$ cat src/hw/mover_pkg.sv
`default_nettype none

package mover_pkg;

    // board geometry, 4 x 4 blocks
    localparam int BOARD_DIM = 4;
    localparam int AXIS_OFFSET = 100;
    localparam int STEPS_PER_BLOCK = 625;

    // overshoot while the magnet drags a piece
    localparam int EXCESS_STEPS = 20;

    // step pulse shape
    localparam int STEP_HALF_CYCLES = 4;
    localparam int HALF_CNT_W = (STEP_HALF_CYCLES > 1) ? $clog2(STEP_HALF_CYCLES) : 1;
    localparam logic [HALF_CNT_W-1:0] HALF_LAST = HALF_CNT_W'(STEP_HALF_CYCLES - 1);

    localparam int POS_W = 12;

    // farthest block centre plus overshoot
    localparam int POS_LIMIT = AXIS_OFFSET + (BOARD_DIM - 1) * STEPS_PER_BLOCK + EXCESS_STEPS;

    // upper two bits pick the X column, lower two the Y row
    typedef logic [3:0] block_t;

    typedef logic [POS_W-1:0] pos_t;

    typedef enum logic {
        AXIS_X = 1'b0,
        AXIS_Y = 1'b1
    } axis_e;

    typedef struct packed {
        pos_t start_x;
        pos_t start_y;
        pos_t end_x;
        pos_t end_y;
    } move_cmd_t;

    // dir high moves towards larger positions
    typedef struct packed {
        logic dir;
        pos_t steps;
    } axis_seg_t;

    // centre of a block index along one axis
    function automatic pos_t idx_to_pos(input int unsigned idx);
        return pos_t'(AXIS_OFFSET + idx * STEPS_PER_BLOCK);
    endfunction

endpackage

`default_nettype wire

$ cat src/hw/block_mover_top.sv
`timescale 1ns/1ns
`default_nettype none

module block_mover_top (
    input  wire logic               i_Clk,
    input  wire logic               i_rst_n,
    input  wire logic               i_en,
    input  wire mover_pkg::block_t  i_start_block,
    input  wire mover_pkg::block_t  i_end_block,
    output logic                    o_step_x,
    output logic                    o_dir_x,
    output logic                    o_step_y,
    output logic                    o_dir_y,
    output logic                    o_magnet,
    output logic                    o_done
);

    mover_pkg::move_cmd_t cmd;
    logic                 cmd_valid;
    logic                 cmd_take;
    mover_pkg::axis_seg_t seg;
    logic                 seg_start_x;
    logic                 seg_start_y;
    logic                 seg_done_x;
    logic                 seg_done_y;

    cmd_capture u_capture (
        .i_Clk         (i_Clk),
        .i_rst_n       (i_rst_n),
        .i_en          (i_en),
        .i_start_block (i_start_block),
        .i_end_block   (i_end_block),
        .i_take        (cmd_take),
        .o_cmd         (cmd),
        .o_cmd_valid   (cmd_valid)
    );

    move_planner u_planner (
        .i_Clk         (i_Clk),
        .i_rst_n       (i_rst_n),
        .i_cmd         (cmd),
        .i_cmd_valid   (cmd_valid),
        .i_seg_done_x  (seg_done_x),
        .i_seg_done_y  (seg_done_y),
        .o_take        (cmd_take),
        .o_seg_start_x (seg_start_x),
        .o_seg_start_y (seg_start_y),
        .o_seg         (seg),
        .o_magnet      (o_magnet),
        .o_done        (o_done)
    );

    // both axes share the segment bus, seg_start picks the axis
    step_pulse_gen step_x (
        .i_Clk       (i_Clk),
        .i_rst_n     (i_rst_n),
        .i_seg_start (seg_start_x),
        .i_seg       (seg),
        .o_step      (o_step_x),
        .o_dir       (o_dir_x),
        .o_seg_done  (seg_done_x)
    );

    step_pulse_gen step_y (
        .i_Clk       (i_Clk),
        .i_rst_n     (i_rst_n),
        .i_seg_start (seg_start_y),
        .i_seg       (seg),
        .o_step      (o_step_y),
        .o_dir       (o_dir_y),
        .o_seg_done  (seg_done_y)
    );

endmodule

`default_nettype wire

$ cat src/hw/cmd_capture.sv
`timescale 1ns/1ns
`default_nettype none

module cmd_capture (
    input  wire logic                  i_Clk,
    input  wire logic                  i_rst_n,
    input  wire logic                  i_en,
    input  wire mover_pkg::block_t     i_start_block,
    input  wire mover_pkg::block_t     i_end_block,
    input  wire logic                  i_take,
    output mover_pkg::move_cmd_t       o_cmd,
    output logic                       o_cmd_valid
);

    mover_pkg::move_cmd_t cmd_r;
    mover_pkg::move_cmd_t new_cmd;
    logic                 valid_r;
    logic                 accept;

    // slot is free when empty or being emptied this cycle
    assign accept = i_en && (!valid_r || i_take);

    // block number to column and row positions
    always_comb begin
        new_cmd.start_x = mover_pkg::idx_to_pos(
            int'(i_start_block) / mover_pkg::BOARD_DIM);
        new_cmd.start_y = mover_pkg::idx_to_pos(
            int'(i_start_block) % mover_pkg::BOARD_DIM);
        new_cmd.end_x = mover_pkg::idx_to_pos(
            int'(i_end_block) / mover_pkg::BOARD_DIM);
        new_cmd.end_y = mover_pkg::idx_to_pos(
            int'(i_end_block) % mover_pkg::BOARD_DIM);
    end

    always_ff @(posedge i_Clk or negedge i_rst_n) begin
        if (!i_rst_n) begin
            valid_r <= 1'b0;
        end else if (accept) begin
            valid_r <= 1'b1;
        end else if (i_take) begin
            valid_r <= 1'b0;
        end
    end

    always_ff @(posedge i_Clk) begin
        if (accept) begin
            cmd_r <= new_cmd;
        end
    end

    assign o_cmd = cmd_r;
    assign o_cmd_valid = valid_r;

    // planner only takes what is pending
    a_take_valid: assert property (@(posedge i_Clk) disable iff (!i_rst_n)
        i_take |-> o_cmd_valid);

endmodule

`default_nettype wire

$ cat src/hw/move_planner.sv
`timescale 1ns/1ns
`default_nettype none

module move_planner (
    input  wire logic                  i_Clk,
    input  wire logic                  i_rst_n,
    input  wire mover_pkg::move_cmd_t  i_cmd,
    input  wire logic                  i_cmd_valid,
    input  wire logic                  i_seg_done_x,
    input  wire logic                  i_seg_done_y,
    output logic                       o_take,
    output logic                       o_seg_start_x,
    output logic                       o_seg_start_y,
    output mover_pkg::axis_seg_t       o_seg,
    output logic                       o_magnet,
    output logic                       o_done
);

    typedef enum logic [2:0] {
        S_IDLE    = 3'd0,
        S_START_X = 3'd1,
        S_START_Y = 3'd2,
        S_BLOCK_X = 3'd3,
        S_BLOCK_Y = 3'd4,
        S_RET_X   = 3'd5,
        S_RET_Y   = 3'd6,
        S_DONE    = 3'd7
    } state_t;

    state_t               state_r;
    state_t               state_nxt;
    mover_pkg::move_cmd_t cmd_r;
    logic [5:0]           seg_mask_r;
    logic [5:0]           take_mask;
    mover_pkg::pos_t      pos_x_r;
    mover_pkg::pos_t      pos_y_r;
    mover_pkg::pos_t      cur_pos;
    mover_pkg::pos_t      target;
    mover_pkg::axis_e     seg_axis;
    logic                 running_r;
    logic                 in_seg;
    logic                 seg_fire;
    logic                 seg_done;
    logic                 magnet_r;
    logic                 done_r;

    // first segment state after 'from' whose mask bit is set
    function automatic state_t next_seg(input logic [5:0] mask, input logic [2:0] from);
        state_t nxt;
        logic   found;
        nxt = S_DONE;
        found = 1'b0;
        for (int i = 1; i <= 6; i++) begin
            if (!found && (i > int'(from)) && mask[i-1]) begin
                nxt = state_t'(i);
                found = 1'b1;
            end
        end
        return nxt;
    endfunction

    // drag target runs past the end block by the excess
    function automatic mover_pkg::pos_t overshoot(input mover_pkg::pos_t from,
                                                  input mover_pkg::pos_t to);
        mover_pkg::pos_t res;
        res = to;
        if (to > from) begin
            res = to + mover_pkg::pos_t'(mover_pkg::EXCESS_STEPS);
        end else if (to < from) begin
            res = to - mover_pkg::pos_t'(mover_pkg::EXCESS_STEPS);
        end
        return res;
    endfunction

    assign o_take = (state_r == S_IDLE) && i_cmd_valid;

    // which of the six segments move at all
    always_comb begin
        take_mask[0] = (pos_x_r != i_cmd.start_x);
        take_mask[1] = (pos_y_r != i_cmd.start_y);
        take_mask[2] = (i_cmd.start_x != i_cmd.end_x);
        take_mask[3] = (i_cmd.start_y != i_cmd.end_y);
        take_mask[4] = (i_cmd.start_x != i_cmd.end_x);
        take_mask[5] = (i_cmd.start_y != i_cmd.end_y);
    end

    always_comb begin
        seg_axis = mover_pkg::AXIS_X;
        target = pos_x_r;
        case (state_r)
            S_START_X: begin
                target = cmd_r.start_x;
            end
            S_START_Y: begin
                seg_axis = mover_pkg::AXIS_Y;
                target = cmd_r.start_y;
            end
            S_BLOCK_X: begin
                target = overshoot(cmd_r.start_x, cmd_r.end_x);
            end
            S_BLOCK_Y: begin
                seg_axis = mover_pkg::AXIS_Y;
                target = overshoot(cmd_r.start_y, cmd_r.end_y);
            end
            S_RET_X: begin
                target = cmd_r.end_x;
            end
            S_RET_Y: begin
                seg_axis = mover_pkg::AXIS_Y;
                target = cmd_r.end_y;
            end
            default: begin
                target = pos_x_r;
            end
        endcase
        cur_pos = (seg_axis == mover_pkg::AXIS_X) ? pos_x_r : pos_y_r;
    end

    always_comb begin
        o_seg.dir = (target > cur_pos);
        o_seg.steps = o_seg.dir ? (target - cur_pos) : (cur_pos - target);
    end

    assign in_seg = (state_r != S_IDLE) && (state_r != S_DONE);
    assign seg_fire = in_seg && !running_r;
    assign seg_done = running_r &&
        ((seg_axis == mover_pkg::AXIS_X) ? i_seg_done_x : i_seg_done_y);

    assign o_seg_start_x = seg_fire && (seg_axis == mover_pkg::AXIS_X);
    assign o_seg_start_y = seg_fire && (seg_axis == mover_pkg::AXIS_Y);

    always_comb begin
        state_nxt = state_r;
        case (state_r)
            S_IDLE: begin
                if (o_take) begin
                    state_nxt = next_seg(take_mask, 3'd0);
                end
            end
            S_DONE: begin
                state_nxt = S_IDLE;
            end
            default: begin
                if (seg_done) begin
                    state_nxt = next_seg(seg_mask_r, state_r);
                end
            end
        endcase
    end

    always_ff @(posedge i_Clk or negedge i_rst_n) begin
        if (!i_rst_n) begin
            state_r <= S_IDLE;
            seg_mask_r <= '0;
            running_r <= 1'b0;
            pos_x_r <= '0;
            pos_y_r <= '0;
            magnet_r <= 1'b0;
            done_r <= 1'b0;
        end else begin
            state_r <= state_nxt;
            magnet_r <= (state_nxt == S_BLOCK_X) || (state_nxt == S_BLOCK_Y);
            done_r <= (state_nxt == S_DONE);
            if (o_take) begin
                seg_mask_r <= take_mask;
            end
            if (seg_fire) begin
                running_r <= 1'b1;
            end else if (seg_done) begin
                running_r <= 1'b0;
            end
            // each segment lands exactly on its target
            if (seg_done) begin
                if (seg_axis == mover_pkg::AXIS_X) begin
                    pos_x_r <= target;
                end else begin
                    pos_y_r <= target;
                end
            end
        end
    end

    always_ff @(posedge i_Clk) begin
        if (o_take) begin
            cmd_r <= i_cmd;
        end
    end

    assign o_magnet = magnet_r;
    assign o_done = done_r;

    // zero-step segments are skipped and never started
    a_seg_nonzero: assert property (@(posedge i_Clk) disable iff (!i_rst_n)
        (o_seg_start_x || o_seg_start_y) |-> (o_seg.steps != '0));

    a_pos_range: assert property (@(posedge i_Clk) disable iff (!i_rst_n)
        (int'(pos_x_r) <= mover_pkg::POS_LIMIT) && (int'(pos_y_r) <= mover_pkg::POS_LIMIT));

endmodule

`default_nettype wire

$ cat src/hw/step_pulse_gen.sv
`timescale 1ns/1ns
`default_nettype none

module step_pulse_gen (
    input  wire logic                  i_Clk,
    input  wire logic                  i_rst_n,
    input  wire logic                  i_seg_start,
    input  wire mover_pkg::axis_seg_t  i_seg,
    output logic                       o_step,
    output logic                       o_dir,
    output logic                       o_seg_done
);

    logic                             busy_r;
    logic                             step_r;
    logic                             dir_r;
    logic                             done_r;
    logic [mover_pkg::HALF_CNT_W-1:0] half_cnt_r;
    mover_pkg::pos_t                  steps_left_r;
    logic                             phase_end;
    logic                             rise;

    assign phase_end = (half_cnt_r == mover_pkg::HALF_LAST);

    // end of a low phase with steps still owed
    assign rise = busy_r && phase_end && !step_r && (steps_left_r != '0);

    always_ff @(posedge i_Clk or negedge i_rst_n) begin
        if (!i_rst_n) begin
            busy_r <= 1'b0;
            step_r <= 1'b0;
            dir_r <= 1'b0;
            done_r <= 1'b0;
            half_cnt_r <= '0;
        end else begin
            done_r <= 1'b0;
            if (i_seg_start) begin
                busy_r <= 1'b1;
                dir_r <= i_seg.dir;
                step_r <= 1'b0;
                // one low cycle so dir settles before the first edge
                half_cnt_r <= mover_pkg::HALF_LAST;
            end else if (busy_r) begin
                if (!phase_end) begin
                    half_cnt_r <= half_cnt_r + 1'b1;
                end else begin
                    half_cnt_r <= '0;
                    if (step_r) begin
                        step_r <= 1'b0;
                    end else if (rise) begin
                        step_r <= 1'b1;
                    end else begin
                        busy_r <= 1'b0;
                        done_r <= 1'b1;
                    end
                end
            end
        end
    end

    always_ff @(posedge i_Clk) begin
        if (i_seg_start) begin
            steps_left_r <= i_seg.steps;
        end else if (rise) begin
            steps_left_r <= steps_left_r - 1'b1;
        end
    end

    assign o_step = step_r;
    assign o_dir = dir_r;
    assign o_seg_done = done_r;

    // planner must wait for seg_done before the next segment
    a_no_overlap: assert property (@(posedge i_Clk) disable iff (!i_rst_n)
        i_seg_start |-> !busy_r);

endmodule

`default_nettype wire

$ cat config.mk
export PLATFORM = sky130hd
export DESIGN_NAME = block_mover_top
export DESIGN_NICKNAME = d
export VERILOG_FILES = /design/src/hw/mover_pkg.sv /design/src/hw/block_mover_top.sv /design/src/hw/cmd_capture.sv /design/src/hw/move_planner.sv /design/src/hw/step_pulse_gen.sv
export SDC_FILE = /design/constraint.sdc
export NUM_CORES = 1
export LEC_CHECK = 0
export ABC_AREA = 1
export CORE_ASPECT_RATIO = 0.8
export CORE_UTILIZATION = 40
export DETAILED_ROUTE_END_ITERATION = 7
export DONT_BUFFER_PORTS = 1
export PLACE_DENSITY_LB_ADDON = 0.2
export SETUP_SLACK_MARGIN = 0.02
export SKIP_LAST_GASP = 1
export SYNTH_ARGS = -nofsm -noshare
export SYNTH_HDL_FRONTEND = slang
export SYNTH_HIERARCHICAL = 1
export SYNTH_SLANG_ARGS = --single-unit
$ cat constraint.sdc
create_clock -name i_Clk -period 10.5 [get_ports i_Clk]
set_input_delay 2.1 -clock i_Clk [delete_from_list [all_inputs] [get_ports i_Clk]]
set_output_delay 2.1 -clock i_Clk [all_outputs]
set_load 0.01 [all_outputs]
# ---- Word-level counts from Yosys, hierarchy flattened
# Cells that the tools add are included.
dict set report classes {
  n_lt_le_gt_ge 11
  eq_ne 17
  bitwise_logic 1
  add_sub_neg 14
  muxes 96
  mul 4
  n_reduce_logical 63
}
# op count
set op_table {}
lappend op_table {{two-way mux 12 bit} 10}
lappend op_table {{one-hot mux 12 bit (6 select lines)} 1}
lappend op_table {{two-way mux 1 bit} 64}
lappend op_table {{adder 7 x 12 -> 12 bit, first input constant} 4}
lappend op_table {{multiplier 2 x 10 -> 12 bit, second input constant} 4}
lappend op_table {{inequality test 12 bit} 4}
lappend op_table {{two-way mux 3 bit} 14}
lappend op_table {{> comparator 12 bit} 3}
lappend op_table {{logical AND 1 bit} 29}
lappend op_table {{adder 12 x 5 -> 12 bit, second input constant} 2}
lappend op_table {{less-than comparator 12 bit} 2}
lappend op_table {{nonzero test 12 bit} 2}
lappend op_table {{subtractor 12 x 1 -> 12 bit, second input constant} 2}
lappend op_table {{subtractor 12 bit} 2}
lappend op_table {{subtractor 12 x 5 -> 12 bit, second input constant} 2}
lappend op_table {{== test 3 bit, second input constant} 6}
lappend op_table {{nonzero test 2 bit} 8}
lappend op_table {{logical NOT 1 bit} 14}
lappend op_table {{two-way mux 2 bit} 6}
lappend op_table {{== test 3 x 2 -> 1 bit, second input constant} 3}
lappend op_table {{> comparator 3 bit, first input constant} 3}
lappend op_table {{AND reduction 2 bit} 4}
lappend op_table {{> comparator 2 x 3 -> 1 bit, first input constant} 2}
lappend op_table {{one-hot mux 3 bit (2 select lines)} 1}
lappend op_table {{other kinds (11)} 14}
dict set report totals {
  reg_bits 169
  input_bits 11
  out_inout_bits 6
}

# ---- Depth between registers and ports, before layout
dict set report depth {
  ltp_word 39
  ltp_mapped 32
  depth_no_buf 31
}

# ---- Cells and area by module
# The synthesis kept the hierarchy.
# module instances area_each_um2 cells_each
set by_module_without_submodules {}
lappend by_module_without_submodules {move_planner 1 7629.8 1048}
lappend by_module_without_submodules {cmd_capture 1 1275.0 93}
lappend by_module_without_submodules {{step_pulse_gen at step_y} 1 1134.8 138}
lappend by_module_without_submodules {{step_pulse_gen at step_x} 1 1096.1 135}

# ---- Worst setup path before layout
# OpenSTA, ideal clock, no wires.
dict set report synth_timing {
  path_type {flip-flop to flip-flop}
  startpoint {reg u_planner/cmd_r[7] in the netlist's numbering}
  endpoint {reg step_y.steps_left_r[10] (data pin)}
  setup_ns 0.258
  stages_incl_launch_ff 28
  synth_period_minus_slack_ns 3.540
  setup_slack_ns 6.960
  required_ns 10.242
  t_arrival_ns 3.282
  path_cell_list {edfxtp_1 -> ha_1 -> nand2_1 -> nor2_1 -> nand2_2 -> a21oi_2 -> nor2_4 -> buf_6 -> nand2_1 -> nand2_1 -> nand2_1 -> nand3_1 -> nand3_2 -> nand2_2 -> ha_1 -> buf_6 -> a21o_1 -> a21oi_1 -> nand2_1 -> nand2_1 -> nand2_2 -> nand2_4 -> inv_2 -> nand2_1 -> nand2_1 -> xor2_1 -> nor2_1 -> a21oi_2}
}
# element line
set synth_lines {}
lappend synth_lines {{from (decl)} move_planner.sv:32} ;# mover_pkg::move_cmd_t cmd_r;
lappend synth_lines {{from (signal assigned)} move_planner.sv:185} ;# cmd_r <= i_cmd;
lappend synth_lines {{to (signal assigned)} step_pulse_gen.sv:63} ;# steps_left_r <= i_seg.steps;
lappend synth_lines {{to (signal assigned)} step_pulse_gen.sv:65} ;# steps_left_r <= steps_left_r - 1'b1;
lappend synth_lines {{to (decl)} step_pulse_gen.sv:19} ;# mover_pkg::pos_t steps_left_r;

==> run_results.csv <==
group,metric,value,unit
outcome,status,"finished, final reports clean",
timing,rsz0062_at_grt,"false",
floorplan,die_h,151,µm
synthesis,synth_cell_types,57,
timing,tns,0,ns
floorplan,start_util,40.8,%
cells_and_area,fillers,2731,
timing,tightestPinTransition,0.694,ns
synthesis,synth-seq-area-share,36.4,%
cells_and_area,fin_nets,1487,
worst_setup_path,worstPathArrival,4.82,ns
timing,finalHoldViolCount,0,
synthesis,syn_inst,1414,
global_route,first_global_vias,8254,
timing,period_minus_slack,4.53,ns
global_route,grt_max_degree,57,
routing,routed_wl,30100,µm
cells_and_area,syn_to_final_growth,6.53,%
synthesis,syn_area,11100,µm²
timing,final-max-slew-violation-count,0,
floorplan,io_pins,17,
cells_and_area,final_cells,1777,
floorplan,coreArea,27300,µm²
routing,drcViolationCount,0,
clocking,cts_buffer_depth,2,
timing,setup_viol,0,
cells_and_area,regArea,4060,µm²
cells_and_area,multi_input_area,5920,µm²
place,gp_congestion,0.921,
clocking,post_cts_resized,0,
synthesis,syn_area_per_cell,7.88,µm²
power,p_leak,5.48,nW
routing,antenna_left,0,
worst_setup_path,crit_path_end_kind,"flop",
place,hpwlAfterDp,23200,µm
timing,skew,0.00807,ns
routing,vias,8978,
worst_setup_path,crit_type,"flop to flop",
clocking,root_buffer,"clkbuf_16",
timing,relSlewSlack,53.8,%
routing,drtIter0Drc,884,
floorplan,rows,54,
floorplan,die_x,189,µm
clocking,clkSinkCount,143,
synthesis,async_reset_ff_share,32.9,%
clocking,cts-htree-levels,4,
power,peakVddDrop,0.126,mV
worst_setup_path,critPathLaunchType,"flop",
cells_and_area,num_antenna_cells,0,
hold_path,hold_class,"flop to flop",
floorplan,die_area,28500,µm²
routing,routedWlPerCell,16.9,µm
routing,avgViaCountPerCell,5.05,
cells_and_area,drive_gt1_share,11.8,%
global_route,grt-ovfl-total,0,
synthesis,yosys_warnings,6,
synthesis,ys_ff_latch,143,
global_route,grt_pass1_wl,47300,µm
worst_setup_path,worstPathMaxFanout,15,
worst_setup_path,worst_ep_required_time,10.79,ns
clocking,cts_hold_buf,0,
flow_run,drv_cap,0,
global_route,grt_usage,21.8,%
clocking,cts_setup_buffers,0,
clocking,insertion_delay,0.44,ns
synthesis,synth_edf_count,96,
clocking,cts_tree,"done",
clocking,cts_buffers,17,
place,place_inst,1745,
clocking,clk_pin_slew_worst_paths,0.07,ns
power,p_per_area,251,nW/µm²
routing,drt_first_pass_iters,6,
synthesis,ys.flop_type,"edfxtp_1",
global_route,antenna_found_initial,0,
timing,fmax,221,MHz
timing,fin_crit_sh,43.2,%
place,numPortBuffers,0,
[area by class of cell]
type                    count  area share (%)
inverters                 217            6.99
multi-input cells        1017            49.9
flip-flops and latches    143            34.2
repair buffers              4           0.253
well taps                 364            3.84
clock inverters            15            1.17
clock buffers              17            3.59
[cell families (layout without fill, tap and decap cells)]
family | count (synthesis) | after routing | synth area share, %
flip-flops | 143 | 143 | 36.4
buffers and inverters | 264 | 253 | 10.7
XOR/XNOR | 76 | 76 | 5.98
other | 2 | 12 | 0.0674
AO/OA/AOI/OAI | 166 | 166 | 9.39
adder cells (fa/ha/maj) | 76 | 76 | 8.67
AND/OR/NAND/NOR | 687 | 687 | 28.8
[stage by stage]
stage | hold WS, ns | worst slack (ns) | utilization, % | area, µm² | power, mW
global placement | 0.466 | 6.00 | 41.4 | 11300 | 2.38
global route | 0.513 | 5.57 | 43.5 | 11900 | 3.20
CTS | 0.494 | 6.03 | 43.5 | 11900 | 2.97
finish | 0.488 | 5.97 | 43.5 | 11900 | 2.98
floorplan | 0.449 | 6.96 | - | 11200 | 1.99
detailed placement | 0.484 | 6.05 | 41.4 | 11300 | 2.37
[power by group]
group / internal [mW] / switching, mW
Sequential: 0.740 / 0.131
Clock: 0.312 / 0.276
Combinational: 0.469 / 1.05
[flip-flops by register name, summed over array words and instances (netlist names)]
| signal | flops |
|---|---|
| step_x/o_dir | 1 |
| step_y/o_step | 1 |
| u_capture/o_cmd | 24 |
| step_x/steps_left_r | 12 |
| u_planner/running_r | 1 |
| u_planner/state_r | 3 |
| u_planner/pos_y_r | 12 |
| step_y/o_dir | 1 |
| u_capture/o_cmd_valid | 1 |
| u_planner/seg_mask_r | 4 |
| step_y/steps_left_r | 12 |
| u_planner/o_done | 1 |
| u_planner/o_magnet | 1 |
| step_x/busy_r | 1 |
| step_y/half_cnt_r | 2 |
| u_planner/cmd_r | 48 |
| step_x/half_cnt_r | 2 |
| u_planner/pos_x_r | 12 |
| step_y/o_seg_done | 1 |
| step_y/busy_r | 1 |
| step_x/o_seg_done | 1 |
| step_x/o_step | 1 |
[synth_stat cells (8+ instances only)]
cell type,instances,area share [%]
inv_1,194,6.5
a211oi_2,8,0.90
inv_2,19,0.64
o21ai_1,12,0.54
o22ai_1,9,0.51
a21oi_1,40,1.8
edfxtp_1,96,26
o21ai_0,52,2.3
nand3_2,11,0.99
xor2_1,37,2.9
nand4_1,9,0.51
buf_6,8,0.81
or2_2,9,0.51
nor2_1,92,3.1
dfrtp_1,47,11
ha_1,74,8.3
buf_4,26,1.8
nor2_2,12,0.67
nor2_4,13,1.3
nand2_2,22,1.2
o21ai_2,9,0.71
xnor2_1,39,3.1
nand2_1,396,13
nand3_1,98,4.4
[path summary, 6_finish.rpt]
path                                           from                       to  slack [ns]  cells past startpoint
worst max-delay path            u_planner/cmd_r[23]  step_x/steps_left_r[10]        5.97                     27
worst min-delay path             u_capture/o_cmd[5]       u_planner/cmd_r[5]        0.49                      0
worst max register to register  u_planner/cmd_r[23]  step_x/steps_left_r[10]        5.97                     27
worst min register to register   u_capture/o_cmd[5]       u_planner/cmd_r[5]        0.49                      0
max in group asynchronous                   i_rst_n            step_y/busy_r        9.02                      0
min in group asynchronous                   i_rst_n     step_x/half_cnt_r[1]        1.36                      0
[critical path, cell delays in order, from the launching register on]
cell and delay (ns):
edfxtp_1 0.52, ha_1 0.37, nand2_1 0.10, nor2_1 0.06, nand2_1 0.13, inv_2 0.04, nand2_1 0.08, nand3_1 0.35
nand2_1 0.17, nand2_1 0.07, nand2_1 0.05, nand3_1 0.15, nand3_2 0.18, nand2_2 0.08, ha_1 0.41, nand2_1 0.14
nor2_1 0.17, nand2_1 0.07, nand2_1 0.08, nand2_1 0.06, nand2_2 0.09, nand2_4 0.11, inv_2 0.19, nand2_1 0.07
nand2_1 0.07, xor2_1 0.36, nor2_1 0.09, a21oi_1 0.13
[cells in the final DEF (no fill, tap or decap), types with 39 or more instances in the layout]
master,count
nand2_1,396
inv_1,193
nand3_1,98
edfxtp_1,96
nor2_1,92
ha_1,74
o21ai_0,52
dfrtp_1,47
a21oi_1,40
xnor2_1,39
[per-layer routing]
metal  wire (µm)  vias up  GRT usage [%]
li1            -     4468              -
met1       16100     4246           34.4
met2       11800      245           29.8
met3        1900       19           4.01
met4         280        0           5.12
met5           0        -              0
Note: power is estimated with default switching activity, not from simulation.
